--- src/source/soc_bus_pkg.sv ---
// --------------------------------------
// shared bus widths, address map, timer
// register offsets and timebase constants
// --------------------------------------
`default_nettype none

package soc_bus_pkg;

    // bus widths
    localparam int W_ADDR  = 32;
    localparam int W_DATA  = 32;
    localparam int N_HARTS = 2;

    // on-chip word memory
    localparam int SRAM_DEPTH = 1024;
    localparam int SRAM_IDX_W = $clog2(SRAM_DEPTH);

    // --------------------------------------
    // address map
    // --------------------------------------
    // top three address bits pick the region
    localparam logic [W_ADDR-1:0] REGION_MASK = 32'hE000_0000;
    localparam logic [W_ADDR-1:0] SRAM_BASE   = 32'h0000_0000;
    localparam logic [W_ADDR-1:0] TIMER_BASE  = 32'h4000_0000;

    // --------------------------------------
    // machine timer
    // --------------------------------------
    localparam int TMR_OFS_W = 5;
    localparam logic [TMR_OFS_W-1:0] TMR_MTIME_LO = 5'h00;
    localparam logic [TMR_OFS_W-1:0] TMR_MTIME_HI = 5'h04;
    localparam logic [TMR_OFS_W-1:0] TMR_CMP0_LO  = 5'h08;
    localparam logic [TMR_OFS_W-1:0] TMR_CMP0_HI  = 5'h0C;
    localparam logic [TMR_OFS_W-1:0] TMR_CMP1_LO  = 5'h10;
    localparam logic [TMR_OFS_W-1:0] TMR_CMP1_HI  = 5'h14;
    // one software interrupt bit per hart
    localparam logic [TMR_OFS_W-1:0] TMR_MSIP     = 5'h18;

    localparam int MTIME_W = 64;

    // timebase, one tick per microsecond
    localparam int CLK_MHZ = 25;
    localparam int TICK_W  = $clog2(CLK_MHZ);

endpackage

`default_nettype wire

--- src/source/sys_bus_if.sv ---
// --------------------------------------
// shared system bus, one-cycle strobe
// and fixed-latency done
// --------------------------------------
`timescale 1ns/1ps
`default_nettype none

interface sys_bus_if;

    // request side
    logic                            req;
    logic                            write;
    logic [soc_bus_pkg::W_ADDR-1:0]  addr;
    logic [soc_bus_pkg::W_DATA-1:0]  wdata;

    // response side
    logic                            done;
    logic [soc_bus_pkg::W_DATA-1:0]  rdata;

    modport initiator (
        output req, write, addr, wdata,
        input  done, rdata
    );

    modport target (
        input  req, write, addr, wdata,
        output done, rdata
    );

endinterface

`default_nettype wire

--- src/source/bus_arbiter.sv ---
// --------------------------------------
// round-robin arbiter, two hart ports
// onto the shared system bus
// --------------------------------------
`timescale 1ns/1ps
`default_nettype none

module bus_arbiter (
    input  wire                             clk,
    input  wire                             rst_n,

    // hart 0 port
    input  wire                             i_m0_req,
    input  wire                             i_m0_write,
    input  wire [soc_bus_pkg::W_ADDR-1:0]   i_m0_addr,
    input  wire [soc_bus_pkg::W_DATA-1:0]   i_m0_wdata,
    output logic                            o_m0_done,
    output logic [soc_bus_pkg::W_DATA-1:0]  o_m0_rdata,

    // hart 1 port
    input  wire                             i_m1_req,
    input  wire                             i_m1_write,
    input  wire [soc_bus_pkg::W_ADDR-1:0]   i_m1_addr,
    input  wire [soc_bus_pkg::W_DATA-1:0]   i_m1_wdata,
    output logic                            o_m1_done,
    output logic [soc_bus_pkg::W_DATA-1:0]  o_m1_rdata,

    sys_bus_if.initiator                    bus
);

    typedef enum logic [1:0] {
        ST_IDLE,
        ST_WAIT,
        ST_DONE
    } arb_state_t;

    arb_state_t                       state;
    logic                             gnt_m1;
    // set when hart 1 wins a tie
    logic                             prio_m1;
    logic                             any_req;
    logic                             pick_m1;
    logic                             grant;
    logic [soc_bus_pkg::W_DATA-1:0]   rdata_q;

    assign any_req = i_m0_req | i_m1_req;
    assign pick_m1 = i_m1_req & (~i_m0_req | prio_m1);
    // requests only sampled while idle
    assign grant   = (state == ST_IDLE) & any_req;

    // --------------------------------------
    // control FSM
    // --------------------------------------
    always_ff @(posedge clk or negedge rst_n) begin
        if (!rst_n) begin
            state     <= ST_IDLE;
            gnt_m1    <= 1'b0;
            prio_m1   <= 1'b0;
            bus.req   <= 1'b0;
            o_m0_done <= 1'b0;
            o_m1_done <= 1'b0;
        end else begin
            bus.req   <= 1'b0;
            o_m0_done <= 1'b0;
            o_m1_done <= 1'b0;
            case (state)
                ST_IDLE: begin
                    if (grant) begin
                        state   <= ST_WAIT;
                        gnt_m1  <= pick_m1;
                        // priority passes to the other hart
                        prio_m1 <= ~pick_m1;
                        bus.req <= 1'b1;
                    end
                end
                ST_WAIT: begin
                    if (bus.done) begin
                        state     <= ST_DONE;
                        o_m0_done <= ~gnt_m1;
                        o_m1_done <= gnt_m1;
                    end
                end
                ST_DONE: begin
                    state <= ST_IDLE;
                end
                default: begin
                    state <= ST_IDLE;
                end
            endcase
        end
    end

    // --------------------------------------
    // payload
    // --------------------------------------
    always_ff @(posedge clk) begin
        if (grant) begin
            bus.write <= pick_m1 ? i_m1_write : i_m0_write;
            bus.addr  <= pick_m1 ? i_m1_addr  : i_m0_addr;
            bus.wdata <= pick_m1 ? i_m1_wdata : i_m0_wdata;
        end
        if ((state == ST_WAIT) && bus.done) begin
            rdata_q <= bus.rdata;
        end
    end

    // only the granted hart sees done, so rdata can be shared
    assign o_m0_rdata = rdata_q;
    assign o_m1_rdata = rdata_q;

endmodule

`default_nettype wire

--- src/flat_wrapper.sv ---
// flat-port wrapper written by rule: the top's interface ports become plain ports
module bus_arbiter_flat 
  (clk, rst_n, i_m0_req, i_m0_write, i_m0_addr, i_m0_wdata, o_m0_done, o_m0_rdata, i_m1_req, i_m1_write, i_m1_addr, i_m1_wdata, o_m1_done, o_m1_rdata, bus_req, bus_write, bus_addr, bus_wdata, bus_done, bus_rdata);
  sys_bus_if bus_i ();
  input  wire clk;
  input  wire rst_n;
  input  wire i_m0_req;
  input  wire i_m0_write;
  input  wire [soc_bus_pkg::W_ADDR-1:0] i_m0_addr;
  input  wire [soc_bus_pkg::W_DATA-1:0] i_m0_wdata;
  output logic o_m0_done;
  output logic [soc_bus_pkg::W_DATA-1:0] o_m0_rdata;
  input  wire i_m1_req;
  input  wire i_m1_write;
  input  wire [soc_bus_pkg::W_ADDR-1:0] i_m1_addr;
  input  wire [soc_bus_pkg::W_DATA-1:0] i_m1_wdata;
  output logic o_m1_done;
  output logic [soc_bus_pkg::W_DATA-1:0] o_m1_rdata;
  output wire logic [$bits(bus_i.req)-1:0] bus_req;
  output wire logic [$bits(bus_i.write)-1:0] bus_write;
  output wire logic [$bits(bus_i.addr)-1:0] bus_addr;
  output wire logic [$bits(bus_i.wdata)-1:0] bus_wdata;
  input wire logic [$bits(bus_i.done)-1:0] bus_done;
  input wire logic [$bits(bus_i.rdata)-1:0] bus_rdata;
  assign bus_req = bus_i.req;
  assign bus_write = bus_i.write;
  assign bus_addr = bus_i.addr;
  assign bus_wdata = bus_i.wdata;
  assign bus_i.done = bus_done;
  assign bus_i.rdata = bus_rdata;
  bus_arbiter u_core (.clk(clk), .rst_n(rst_n), .i_m0_req(i_m0_req), .i_m0_write(i_m0_write), .i_m0_addr(i_m0_addr), .i_m0_wdata(i_m0_wdata), .o_m0_done(o_m0_done), .o_m0_rdata(o_m0_rdata), .i_m1_req(i_m1_req), .i_m1_write(i_m1_write), .i_m1_addr(i_m1_addr), .i_m1_wdata(i_m1_wdata), .o_m1_done(o_m1_done), .o_m1_rdata(o_m1_rdata), .bus(bus_i));
endmodule
--- config.mk ---
export PLATFORM = sky130hd
export DESIGN_NAME = bus_arbiter_flat
export DESIGN_NICKNAME = d
export VERILOG_FILES = /design/src/source/soc_bus_pkg.sv /design/src/source/sys_bus_if.sv /design/src/source/bus_arbiter.sv /design/src/flat_wrapper.sv
export SDC_FILE = /design/constraint.sdc
export NUM_CORES = 1
export LEC_CHECK = 0
export BUFFER_PORTS_ARGS = -buffer_cell sky130_fd_sc_hd__buf_2
export CAP_MARGIN = 15
export CORE_ASPECT_RATIO = 0.7
export CORE_MARGIN = 2
export CORE_UTILIZATION = 40
export CTS_BUF_LIST = sky130_fd_sc_hd__clkbuf_2
export CTS_CLUSTER_DIAMETER = 120
export DETAILED_ROUTE_END_ITERATION = 16
export PLACE_DENSITY = 0.79
export RECOVER_POWER = 50
export REMOVE_ABC_BUFFERS = 1
export SETUP_SLACK_MARGIN = 0.15
export SYNTH_ARGS = -nofsm -noshare
export SYNTH_HDL_FRONTEND = slang
export SYNTH_SLANG_ARGS = --single-unit
--- constraint.sdc ---
create_clock -name clk -period 5.9 [get_ports clk]
set_input_delay 0.295 -clock clk [delete_from_list [all_inputs] [get_ports clk]]
set_output_delay 0.295 -clock clk [all_outputs]
set_load 0.005 [all_outputs]
==> summary.md, run 1 <==
| Metric | Value |
|---|---|
| Mux contribution to synthesized area | `0.206` |
| Compound-Gate Fraction of Synth Area | `0.0104` |
| Clock sink total | `roughly 100` |
| Synth Cell Area | `4460 sq um` |
| FP Rows | `32` |
| Port-buffer cells | `298` |
| Main combinational cell family by area after synthesis | `multiplexers` |
| Sequential area share after synthesis | `0.693` |
| Status | `did not finish` |
| Setup bufs post-CTS | `0` |
| Post-DP HPWL | `around 8700 um` |
| Mean Syn Cell Area | `20.0 sq um` |
| Synth cell types | `20` |
| Die H | `between 90 and 100 um` |
| Die X-Extent | `roughly 130 um` |
| Most common cell in the netlist | `edfxtp_1` |
| IO Pins | `about 300` |
| YS warnings | `0` |
| Flops & latches, synth | `104` |
| Commonest cells in the netlist | `edfxtp_1 (97), mux2_4 (50), buf_4 (32)` |
| XOR/XNOR share of the synthesized area | `0` |
| Cells after Synth | `223` |
| Last stage | `clock tree synthesis (4_1_cts)` |
| Share of flip-flops with an asynchronous set or reset | `0.0673` |
| Top cells by area, synth | `edfxtp_1 (65%), mux2_4 (17%), buf_4 (5.4%)` |
| Routability cong. | `0.889` |
| Simple-gate portion of the synthesized area | `0.00955` |
| Hold-fix buffers, CTS | `132` |
| First error in the log | `[ERROR RSZ-0060] Max buffer count reached.` |
| Initial Utilization | `0.408` |
| CTS buffer count | `9` |
| CTS HTree Levels | `3` |
| Root Buffer | `clkbuf_2` |
| Top cell type by total area after synthesis | `edfxtp_1` |
| Number of synthesized flops with an enable pin | `97` |
| Top cell type's share of synthesized area | `0.654` |
| Clock buffer depth | `2` |
| Top_reg_cell synth | `edfxtp_1` |
| Area share of fa/ha/maj cells after synthesis | `0` |
| CTS resizes | `0` |
==> stage by stage <==
stage | util | hold WS, ns | area (sq um) | std cells | worst slack [ns]
floorplan | - | -0.000591 | 4100 | 184 | 2.33
global placement | 0.532 | 0.131 | 5810 | 638 | 3.23
detailed placement | 0.532 | 0.142 | 5810 | 638 | 3.15
==> kinds of logic after synthesis <==
logic type | Yosys count
compound gates | 7
simple gates | 7
mux | 65
buf+inv | 40
flops | 104
==> inputs of run 2 (changes only) <==
CORE_ASPECT_RATIO = unset   (was 0.7)
CORE_UTILIZATION = 25   (was 40)
CTS_BUF_LIST = unset   (was sky130_fd_sc_hd__clkbuf_2)
CTS_CLUSTER_DIAMETER = unset   (was 120)
PLACE_DENSITY = unset   (was 0.79)
PLACE_DENSITY_LB_ADDON = 0.15   (was unset)
SETUP_SLACK_MARGIN = unset   (was 0.15)
==> run 2 against run 1 <==
- the run now ends clean
- synthesized cell count unchanged
- synthesized area unchanged
==> summary.md, run 2 <==
| Metric | Value |
|---|---|
| Status | `finished clean (was did not finish)` |
| NetSw | `0.000538 W` |
| IO Pins | `299 (unchanged)` |
| Setup crit end kind | `flop` |
| Most common cell in the netlist | `edfxtp_1 (unchanged)` |
| Sw frac | `0.261` |
| Number of global-route vias before repair | `2971` |
| Post-DP HPWL | `9200 um (was 8720 um)` |
| R2r endpoint | `u_core.bus.addr[24]` |
| Skew final | `around 0.0042 ns` |
| Top cells by area, synth | `edfxtp_1 (65%), mux2_4 (17%), buf_4 (5.4%) (unchanged)` |
| Commonest cells in the netlist | `edfxtp_1 (97), mux2_4 (50), buf_4 (32) (unchanged)` |
| Cells after Synth | `223 (unchanged)` |
| Peak per-stage delay on the critical path | `between 0.7 and 0.8 ns` |
| Layout cells sized above 1 | `0.545` |
| Placed cell areas | `5900 sq um (was 5810 sq um)` |
| Die X-Extent | `138 um (was 130 um)` |
| Drt wl/cell | `16.2 um` |
| Util after Layout | `0.350` |
| Most frequent cells in the layout | `buf_2 (188), clkbuf_1 (111), edfxtp_1 (97), mux2_4 (50), mux2_2 (15)` |
| Measured slew at the worst slew-check pin | `approximately 1 ns` |
| Area share of fa/ha/maj cells after synthesis | `0 (unchanged)` |
| DRT iter0 DRCs | `100` |
| CTS buffer count | `9 (unchanged)` |
| Routability cong. | `0.684 (was 0.889)` |
| R2R Setup Slk | `3.27 ns` |
| Data arrival, critical path | `about 2.7 ns` |
| Flops & latches, synth | `104 (unchanged)` |
| Crit share post-route | `0.446` |
| Period minus WS final | `between 2 and 3 ns` |
| CORE AREA | `17400 sq um` |
| GR Overflow Total | `0` |
| CTS resizes | `0 (unchanged)` |
| Synth cell types | `20 (unchanged)` |
| ANT nets after route | `0` |
| Register share of total power | `0.500` |
| CTS tree | `yes` |
| Initial antenna violation count | `0` |
| Cell breakdown of the critical path | `o21ai_4, buf_4, mux2_2` |
| Mux contribution to synthesized area | `0.206 (unchanged)` |
| Final Max Tran Viols | `0` |
| Routed via count | `2907` |
| Synth Cell Area | `4460 sq um (unchanged)` |
| Clk pwr share | `0.292` |
| Setup bufs post-CTS | `0 (unchanged)` |
| Top cell type's share of synthesized area | `0.654 (unchanged)` |
| Share of flip-flops with an asynchronous set or reset | `0.0673 (unchanged)` |
| Largest net degree at the start of global routing | `67` |
| Setup violators final | `0` |
| Main combinational cell family by area after synthesis | `multiplexers (unchanged)` |
| Combinational share of power | `0.209` |
| Drt total wl | `11700 um` |
| Nets@finish | `around 660` |
| RR Startpoint | `u_core.prio_m1` |
| Maximum VDD drop | `0.000161 V` |
| Mean Syn Cell Area | `20.0 sq um (unchanged)` |
| Pwr/cell area | `approximately 340 nW/um^2` |
| Static Leak | `2.55 nW` |
| Root Buffer | `clkbuf_16 (was clkbuf_2)` |
| Reg2reg path depth | `3` |
| Setup TNS | `0 ns` |
| Number of synthesized flops with an enable pin | `97 (unchanged)` |
| FP Rows | `48 (was 32)` |
| Initial Utilization | `0.257 (was 0.408)` |
| Critical Path RT | `approximately 6.0 ns` |
| GRT Total Usage | `0.117` |
| Die H | `138 um (was 92.3 um)` |
| Max FO, Critical Path | `44` |
| XOR/XNOR share of the synthesized area | `0 (unchanged)` |
| Worst Setup Start Kind | `flop` |
| Max cap viols | `0` |
| Most common cell after layout, fill and taps aside | `buf_2` |
| Hold-fix buffers, CTS | `1 (was 132)` |
| Sequential area share after synthesis | `0.693 (unchanged)` |
| CTS HTree Levels | `3 (unchanged)` |
| CP Capture Point | `u_core.bus.addr[24]` |
| Top cell type by total area after synthesis | `edfxtp_1 (unchanged)` |
| Max Fclk | `380 MHz` |
| Simple-gate portion of the synthesized area | `0.00955 (unchanged)` |
| First-pass GRT wire length | `16100 um` |
| Design Area, Final | `6070 sq um` |
| TritonRoute pass-1 iters | `4` |
| Worst-path clk slew | `0.07 ns` |
| Final hold vios | `0` |
| Port-buffer cells | `298 (unchanged)` |
| Clock buffer depth | `2 (unchanged)` |
| YS warnings | `0 (unchanged)` |
| Clock sink total | `104 (unchanged)` |
| Top_reg_cell synth | `edfxtp_1 (unchanged)` |
| Worst skew pair latency | `approximately 0.34 ns` |
| Vias/cell | `between 4 and 5` |
| Compound-Gate Fraction of Synth Area | `0.0104 (unchanged)` |
| Critical Path Start | `u_core.prio_m1` |
| ANT cells | `0` |
| Hold WC Path Type | `input pin to flop` |
| Internal Power | `0.00152 W` |
| Area Growth Syn to Fin | `36.2%` |
| # DRC | `0` |
| Critical path type | `flop to flop` |
| Slew HR | `0.343` |
| Critical path's slowest cell | `o21ai_4` |
| Unrepaired setup endpoints after global routing | `no` |
| DIE AREA | `18900 sq um` |
[run 2: layout make-up]
type | instances | area, sq um
Inverter | 1 | 3.75
Fill cell | 1823 | 11300
Multi-Input combinational cell | 79 | 1020
Sequential cell | 104 | 3090
Tap cell | 225 | 282
Timing Repair Buffer | 301 | 1380
Clock inverter | 6 | 67.6
Clock buffer | 10 | 229
[run 2: worst min path at each step]
stage                  startpoint                     to  cells after the start
global route        bus_rdata[18]  u_core.o_m0_rdata[18]                      1
finish              bus_rdata[28]  u_core.o_m0_rdata[28]                      1
global placement            rst_n         u_core.bus.req                      1
detailed placement          rst_n        u_core.state[1]                      1
CTS                 bus_rdata[28]  u_core.o_m0_rdata[28]                      1
floorplan                   rst_n         u_core.bus.req                      0
[run 2: worst max-delay path, delay by kind of cell, from the launching register on]
kind / cells / cell delay (ns)
AOI/OAI and AO/OA: 1 / 0.77
buffers and inverters: 1 / 0.74
muxes: 1 / 0.41
DFF: 1 / 0.43
[run 2: logic make-up (layout without fill, tap and decap cells)]
group                  Yosys count  after routing
AOI/OAI and AO/OA                7              7
buffers and inverters           40            318
DFF                            104            104
muxes                           65             65
and+or+nand+nor                  7              7
[run 2: metrics by stage]
step / worst slack (ns) / std cells / hold WS [ns] / power [W]
after floorplan: 2.33 / 184 / -0.000591 / 0.00128
after global placement: 3.14 / 709 / 0.137 / 0.00151
after detailed placement: 3.10 / 709 / 0.144 / 0.00152
after CTS: 3.19 / 726 / 0.0991 / 0.00213
after global routing: 3.09 / 726 / 0.0971 / 0.00218
final: 3.27 / 726 / 0.123 / 0.00206
[run 2: routing by layer]
layer / GRT usage / wire length [um] / vias to the layer above
li1: - / - / 1358
met2: 0.211 / 6010 / 204
met4: 0.0412 / 157 / 0
met5: 0 / 0 / -
met3: 0.0636 / 1720 / 11
met1: 0.112 / 3860 / 1334
[run 2: power by group through the flow]
stage / sequential [W] / combinational [W] / clock, W
global placement: 0.00104 / 0.000469 / 0
finish: 0.00103 / 0.000429 / 0.000601
detailed placement: 0.00104 / 0.000472 / 0
global route: 0.00104 / 0.000475 / 0.000662
CTS: 0.00103 / 0.000473 / 0.000629
floorplan: 0.00106 / 0.000217 / 0
Power figures use the tool's default switching activity.
==> inputs of run 3 (changes only) <==
clock period = 2.25 ns   (was 5.9 ns; I/O delays follow)
==> run 3 against run 2 <==
- first-iteration DRC count down 43%
- critical path type unchanged
- sequential cell count unchanged
- final cell count up 5.0%
- clock power rose to 2.7 times the previous value
- die area unchanged
- count of clock-buffer cells in the layout unchanged
- routed wire length up 0.83%
- largest cell class unchanged
==> summary.md, run 3 (synthesis gave the netlist of run 2 again) <==
| Metric | Value |
|---|---|
| IO Pins | `299 (unchanged)` |
| Worst Setup Start Kind | `flop (unchanged)` |
| WL met1 | `4300 um (was 3860 um)` |
| Max FO, Critical Path | `27 (was 44)` |
| # DRC | `0 (unchanged)` |
| Status | `finished clean (unchanged)` |
| Crit share post-route | `0.760 (was 0.446)` |
| Routed via count | `3000 (was 2907)` |
| Met2 WL | `5810 um (was 6010 um)` |
| Port-buffer cells | `298 (unchanged)` |
| RR Startpoint | `u_core.prio_m1 (unchanged)` |
| Setup TNS | `0 ns (unchanged)` |
| Clock sink total | `104 (unchanged)` |
| Data arrival, critical path | `1.82 ns (was 2.73 ns)` |
| Setup crit end kind | `flop (unchanged)` |
| Largest net degree at the start of global routing | `39 (was 67)` |
| Placed cell areas | `5950 sq um (was 5900 sq um)` |
| Skew final | `0.0103 ns (was 0.00418 ns)` |
| Fillcell total | `1775 (was 1823)` |
| Initial Utilization | `0.257 (unchanged)` |
| Routability cong. | `0.678 (was 0.684)` |
| FP Rows | `48 (unchanged)` |
| R2R Setup Slk | `0.54 ns (was 3.27 ns)` |
| GR Overflow Total | `0 (unchanged)` |
| Most common cell after layout, fill and taps aside | `buf_2 (unchanged)` |
| Setup violators final | `0 (unchanged)` |
| Post-DP HPWL | `9190 um (was 9200 um)` |
| Hold WC Path Type | `input pin to flop (unchanged)` |
| Drt total wl | `11800 um (was 11700 um)` |
| Layout cells sized above 1 | `0.514 (was 0.545)` |
| Multi-input gate area | `1020 sq um (unchanged)` |
| Drt wl/cell | `15.5 um (was 16.2 um)` |
| Worst-path clk slew | `0.07 ns (about the same)` |
| Max Used Layer | `met4 (unchanged)` |
| Period minus WS final | `1.71 ns (was 2.63 ns)` |
| Most frequent cells in the layout | `buf_2 (187), clkbuf_1 (111), edfxtp_1 (97), mux2_4 (50), dlygate4sd3_1 (34) (was buf_2 (188), clkbuf_1 (111), edfxtp_1 (97), mux2_4 (50), mux2_2 (15))` |
| Clock buffer depth | `2 (unchanged)` |
| Pwr/cell area | `860 nW/um^2 (was 339 nW/um^2)` |
| CORE AREA | `17400 sq um (unchanged)` |
| Critical Path RT | `2.36 ns (was 6.00 ns)` |
| ANT cells | `0 (unchanged)` |
| Nets@finish | `699 (was 663)` |
| Final hold vios | `0 (unchanged)` |
| DIE AREA | `18900 sq um (unchanged)` |
| Design Area, Final | `6460 sq um (was 6070 sq um)` |
| GRT Total Usage | `0.117 (about the same)` |
| Register area | `3090 sq um (unchanged)` |
| Hold endpoint | `u_core.gnt_m1 (was u_core.o_m0_rdata[28])` |
| First-pass GRT wire length | `16100 um (unchanged)` |
| DRT iter0 DRCs | `57 (was 100)` |
| Max Fclk | `585 MHz (was 380 MHz)` |
| Unrepaired setup endpoints after global routing | `no (unchanged)` |
| Die H | `138 um (unchanged)` |
| Number of global-route vias before repair | `2992 (was 2971)` |
| Initial antenna violation count | `0 (unchanged)` |
| Max cap viols | `0 (unchanged)` |
| Vias/cell | `3.94 (was 4.00)` |
| Final Max Tran Viols | `0 (unchanged)` |
| Setup bufs post-CTS | `0 (unchanged)` |
| ANT nets after route | `0 (unchanged)` |
| Overall power | `0.00556 W (was 0.00206 W)` |
| Die X-Extent | `138 um (unchanged)` |
| R2r endpoint | `u_core.bus.addr[23] (was u_core.bus.addr[24])` |
| CTS HTree Levels | `3 (unchanged)` |
| Static Leak | `2.72 nW (was 2.55 nW)` |
| WL met3 | `1540 um (was 1720 um)` |
| CTS buffer count | `9 (unchanged)` |
| Place WS | `0.532 ns (was 3.10 ns)` |
| Root Buffer | `clkbuf_16 (unchanged)` |
| Reg2reg path depth | `3 (unchanged)` |
| Hold_sp | `i_m0_req (was bus_rdata[28])` |
| CTS tree | `yes (unchanged)` |
| CTS resizes | `0 (unchanged)` |
| Worst hold path depth | `2 (was 1)` |
| Slew HR | `0.671 (was 0.343)` |
| Final setup margin | `0.541 ns (was 3.27 ns)` |
| Hold-fix buffers, CTS | `34 (was 1)` |
| Measured slew at the worst slew-check pin | `0.494 ns (was 0.985 ns)` |
| Maximum VDD drop | `0.000326 V (was 0.000161 V)` |
| Worst skew pair latency | `0.35 ns (was 0.34 ns)` |
| Area Growth Syn to Fin | `45.0% (was 36.2%)` |
| Critical path type | `flop to flop (unchanged)` |
| TritonRoute pass-1 iters | `4 (unchanged)` |
## run 3: worst max-delay path by stage
stage                    from                   to  cells past startpoint
3_5_place_dp   u_core.prio_m1  u_core.bus.addr[29]                      3
6_report       u_core.prio_m1  u_core.bus.addr[23]                      3
3_3_place_gp   u_core.prio_m1  u_core.bus.addr[23]                      3
5_1_grt        u_core.prio_m1  u_core.bus.addr[25]                      3
4_1_cts        u_core.prio_m1  u_core.bus.addr[23]                      3
2_1_floorplan  u_core.prio_m1  u_core.bus.addr[20]                      2
## run 3: cell type report
cell class | instances | area share
Clock buffer | 10 | 0.0370
Multi-Input combinational cell | 79 | 0.158
Clock inverter | 6 | 0.0112
Timing Repair Buffer | 337 | 0.272
Inverter | 1 | 0.000581
Tap cell | 225 | 0.0436
Sequential cell | 104 | 0.478
## run 3: report_power, final
group          switching [W]  total (W)  internal [W]
sequential          0.000130    0.00269       0.00256
combinational       0.000594    0.00121      0.000616
clock               0.000742    0.00165      0.000912
## run 3: layer usage
layer / vias to the layer above / track usage
met5: - / 0
met3: 12 / 0.0515
li1: 1432 / -
met2: 205 / 0.206
met1: 1351 / 0.119
met4: 0 / 0.0515
## run 3: critical path, cell delays in order (launching register included)
cell and delay, ns:
dfrtp_1 0.43, o21ai_4 0.18, buf_4 0.44, mux2_2 0.39
## run 3: through the flow
step	hold slack [ns]	util	instances
final	0.0422	0.372	762
after global routing	0.0335	0.372	762
after CTS	0.0149	0.380	762
after detailed placement	-0.0340	0.343	712
after global placement	-0.0343	0.343	712
after floorplan	-0.183	-	184
==> inputs of run 4 (changes only) <==
ABC_AREA = 1   (was unset)
clock period = 1.8 ns   (was 2.25 ns; I/O delays follow)
==> run 4 against run 3 <==
- synthesized area down 1.5%
- sequential power grew 39%
- combinational power increased by 74%
- cell area grew 4.4%
- synthesized cell count is 70% higher
- sequential cell count did not move
- die area down 1.4%
- non-clock buffer count grew 34
- largest cell class unchanged
- highest routed layer unchanged
==> summary.md, run 4 <==
| Metric | Value |
|---|---|
| Most common cell after layout, fill and taps aside | `buf_2 (unchanged)` |
| RR Startpoint | `u_core.state[0] (was u_core.prio_m1)` |
| Die H | `137 um (was 138 um)` |
| Hold_sp | `i_m0_wdata[15] (was i_m0_req)` |
| Layout cells sized above 1 | `0.314 (was 0.514)` |
| Initial antenna violation count | `1 (was 0)` |
| Slew HR | `0.726 (was 0.671)` |
| Multi-input gate area | `915 sq um (was 1020 sq um)` |
| Most common cell in the netlist | `nand2_1 (was edfxtp_1)` |
| Mean Syn Cell Area | `11.6 sq um (was 20.0 sq um)` |
| Final Max Tran Viols | `0 (unchanged)` |
| Synth cell types | `13 (was 20)` |
| Share of flip-flops with an asynchronous set or reset | `0.0673 (unchanged)` |
| Critical Path RT | `1.81 ns (was 2.36 ns)` |
| Clock sink total | `104 (unchanged)` |
| Post-DP HPWL | `9730 um (was 9190 um)` |
| Final hold vios | `0 (unchanged)` |
| Skew final | `0.00483 ns (was 0.0103 ns)` |
| Unrepaired setup endpoints after global routing | `no (unchanged)` |
| CTS HTree Levels | `3 (unchanged)` |
| Top cell type's share of synthesized area | `0.663 (was 0.654)` |
| Synth Cell Area | `4390 sq um (was 4460 sq um)` |
| FP Rows | `48 (unchanged)` |
| Cell breakdown of the critical path | `inv_1, nand2_1, nor2_4, buf_4 (was o21ai_4, buf_4, mux2_2)` |
| Critical path type | `flop to flop (unchanged)` |
| YS warnings | `0 (unchanged)` |
| Largest net degree at the start of global routing | `66 (was 39)` |
| Peak per-stage delay on the critical path | `0.40 ns (was 0.44 ns)` |
| Drt total wl | `13500 um (was 11800 um)` |
| Commonest cells in the netlist | `nand2_1 (143), edfxtp_1 (97), nand3_1 (65) (was edfxtp_1 (97), mux2_4 (50), buf_4 (32))` |
| Hold WC Path Type | `input pin to flop (unchanged)` |
| Overall power | `0.00781 W (was 0.00556 W)` |
| ANT cells | `0 (unchanged)` |
| Most frequent cells in the layout | `buf_2 (199), nand2_1 (141), clkbuf_1 (97), edfxtp_1 (97), dlygate4sd3_1 (67) (was buf_2 (187), clkbuf_1 (111), edfxtp_1 (97), mux2_4 (50), dlygate4sd3_1 (34))` |
| Max FO, Critical Path | `26 (was 27)` |
| DRT iter0 DRCs | `126 (was 57)` |
| Drt wl/cell | `14.4 um (was 15.5 um)` |
| GRT Total Usage | `0.141 (was 0.117)` |
| Setup TNS | `0 ns (unchanged)` |
| DIE AREA | `18600 sq um (was 18900 sq um)` |
| # DRC | `0 (unchanged)` |
| Measured slew at the worst slew-check pin | `0.410 ns (was 0.494 ns)` |
| CTS buffer count | `9 (unchanged)` |
| Register area | `3090 sq um (unchanged)` |
| Static Leak | `3.03 nW (was 2.72 nW)` |
| Number of global-route vias before repair | `3902 (was 2992)` |
| Port-buffer cells | `298 (unchanged)` |
| R2r endpoint | `u_core.bus.wdata[4] (was u_core.bus.addr[23])` |
| Root Buffer | `clkbuf_16 (unchanged)` |
| First-pass GRT wire length | `19900 um (was 16100 um)` |
| R2R Setup Slk | `0.43 ns (was 0.54 ns)` |
| ANT nets after route | `0 (unchanged)` |
| Vias/cell | `4.12 (was 3.94)` |
| CP delay by family, top | `buffers and inverters (unchanged)` |
| Worst skew pair latency | `0.34 ns (was 0.35 ns)` |
| Initial Utilization | `0.255 (was 0.257)` |
| Setup crit end kind | `flop (unchanged)` |
| Sequential area share after synthesis | `0.703 (was 0.693)` |
| Data arrival, critical path | `1.37 ns (was 1.82 ns)` |
| Routed via count | `3864 (was 3000)` |
| Cells after Synth | `380 (was 223)` |
| Area Growth Syn to Fin | `53.7% (was 45.0%)` |
| Max Fclk | `732 MHz (was 585 MHz)` |
| Clock buffer depth | `2 (unchanged)` |
| Min Hold Slack | `0.0180 ns (was 0.0422 ns)` |
| Top cells by area, synth | `edfxtp_1 (66%), nand2_1 (12%), nand3_1 (7.4%) (was edfxtp_1 (65%), mux2_4 (17%), buf_4 (5.4%))` |
| Top_reg_cell synth | `edfxtp_1 (unchanged)` |
| Number of synthesized flops with an enable pin | `97 (unchanged)` |
| Worst-path clk slew | `0.07 ns (about the same)` |
| Hold endpoint | `u_core.bus.wdata[15] (was u_core.gnt_m1)` |
| Worst Setup Start Kind | `flop (unchanged)` |
| CTS tree | `yes (unchanged)` |
| Routability cong. | `0.752 (was 0.678)` |
| CTS resizes | `0 (unchanged)` |
| WP buf/inv | `2 (was 1)` |
| TritonRoute pass-1 iters | `4 (unchanged)` |
| Pwr/cell area | `1160 nW/um^2 (was 860 nW/um^2)` |
| Maximum VDD drop | `0.000498 V (was 0.000326 V)` |
| Crit share post-route | `0.758 (was 0.760)` |
| Reg2reg path depth | `4 (was 3)` |
| Setup violators final | `0 (unchanged)` |
| Top cell type by total area after synthesis | `edfxtp_1 (unchanged)` |
| Flops & latches, synth | `104 (unchanged)` |
| Worst hold path depth | `3 (was 2)` |
| Max cap viols | `0 (unchanged)` |
| Status | `finished clean (unchanged)` |
| Die X-Extent | `137 um (was 138 um)` |
| IO Pins | `299 (unchanged)` |
| Fillcell total | `1790 (was 1775)` |
| Critical path's slowest cell | `dfrtp_1 (was buf_4)` |
| GR Overflow Total | `0 (unchanged)` |
| Nets@finish | `876 (was 699)` |
| Period minus WS final | `1.37 ns (was 1.71 ns)` |
| CORE AREA | `17200 sq um (was 17400 sq um)` |
run 4: layout make-up:
| cell class | count | share of cell area |
|---|---|---|
| inverter | 6 | 0.00334 |
| timing repair buffer | 371 | 0.318 |
| clock buffer | 10 | 0.0339 |
| tap | 225 | 0.0417 |
| sequential | 104 | 0.458 |
| multi-input combinational | 217 | 0.136 |
| clock inverter | 6 | 0.00983 |
run 4: kinds of logic (layout without fill, tap and decap cells):
logic type / count (synthesis) / count (layout) / share of synthesized area
AND/OR/NAND/NOR: 215 / 215 / 0.203
flip-flops: 104 / 104 / 0.703
buffers and inverters: 59 / 393 / 0.0918
AO/OA/AOI/OAI: 2 / 2 / 0.00228
run 4: worst max-delay path by stage:
| stage | depth (start not counted) | endpoint | slack [ns] | from |
|---|---|---|---|---|
| 2_1_floorplan | 3 | u_core.bus.addr[0] | -1.99 | u_core.state[1] |
| 3_3_place_gp | 4 | u_core.bus.addr[27] | 0.46 | u_core.state[1] |
| 3_5_place_dp | 4 | u_core.bus.wdata[14] | 0.42 | u_core.state[0] |
| 4_1_cts | 4 | u_core.bus.wdata[4] | 0.41 | u_core.state[0] |
| 5_1_grt | 6 | u_core.bus.wdata[20] | 0.35 | u_core.prio_m1 |
| 6_report | 4 | u_core.bus.wdata[4] | 0.43 | u_core.state[0] |
run 4: metrics by stage:
step           cell area (sq um)  worst slack (ns)  utilization  instances
2_1_floorplan               4010             -1.99            -        327
3_3_place_gp                5910             0.464        0.343        856
3_5_place_dp                5910             0.424        0.343        856
4_1_cts                     6870             0.412        0.399        939
5_1_grt                     6750             0.346        0.391        939
6_report                    6750             0.435        0.391        939
run 4: metal layers:
| layer | vias to the layer above | GRT usage | wire length [um] |
|---|---|---|---|
| met1 | 1728 | 0.149 | 5140 |
| met4 | 0 | 0.0538 | 176 |
| li1 | 1914 | - | - |
| met3 | 11 | 0.0607 | 1580 |
| met2 | 211 | 0.249 | 6650 |
| met5 | - | 0 | 0 |
run 4: worst register-to-register path, stage by stage, from the launching register on:
cell	delay (ns)
dfrtp_1	0.40
inv_1	0.06
nand2_1	0.08
nor2_4	0.12
buf_4	0.35
run 4: power breakdown:
| group | switching, W | total (W) | internal [W] |
|---|---|---|---|
| clock | 0.000878 | 0.00197 | 0.00109 |
| sequential | 0.000210 | 0.00375 | 0.00354 |
| combinational | 0.00129 | 0.00210 | 0.000810 |
| total | 0.00238 | 0.00781 | 0.00543 |
run 4: repair_timing:
action                                 CTS  global route
hold buffers                            67             0
endpoints found under the hold margin   74             0
setup buffers                            0             0
setup endpoints to repair                0             0
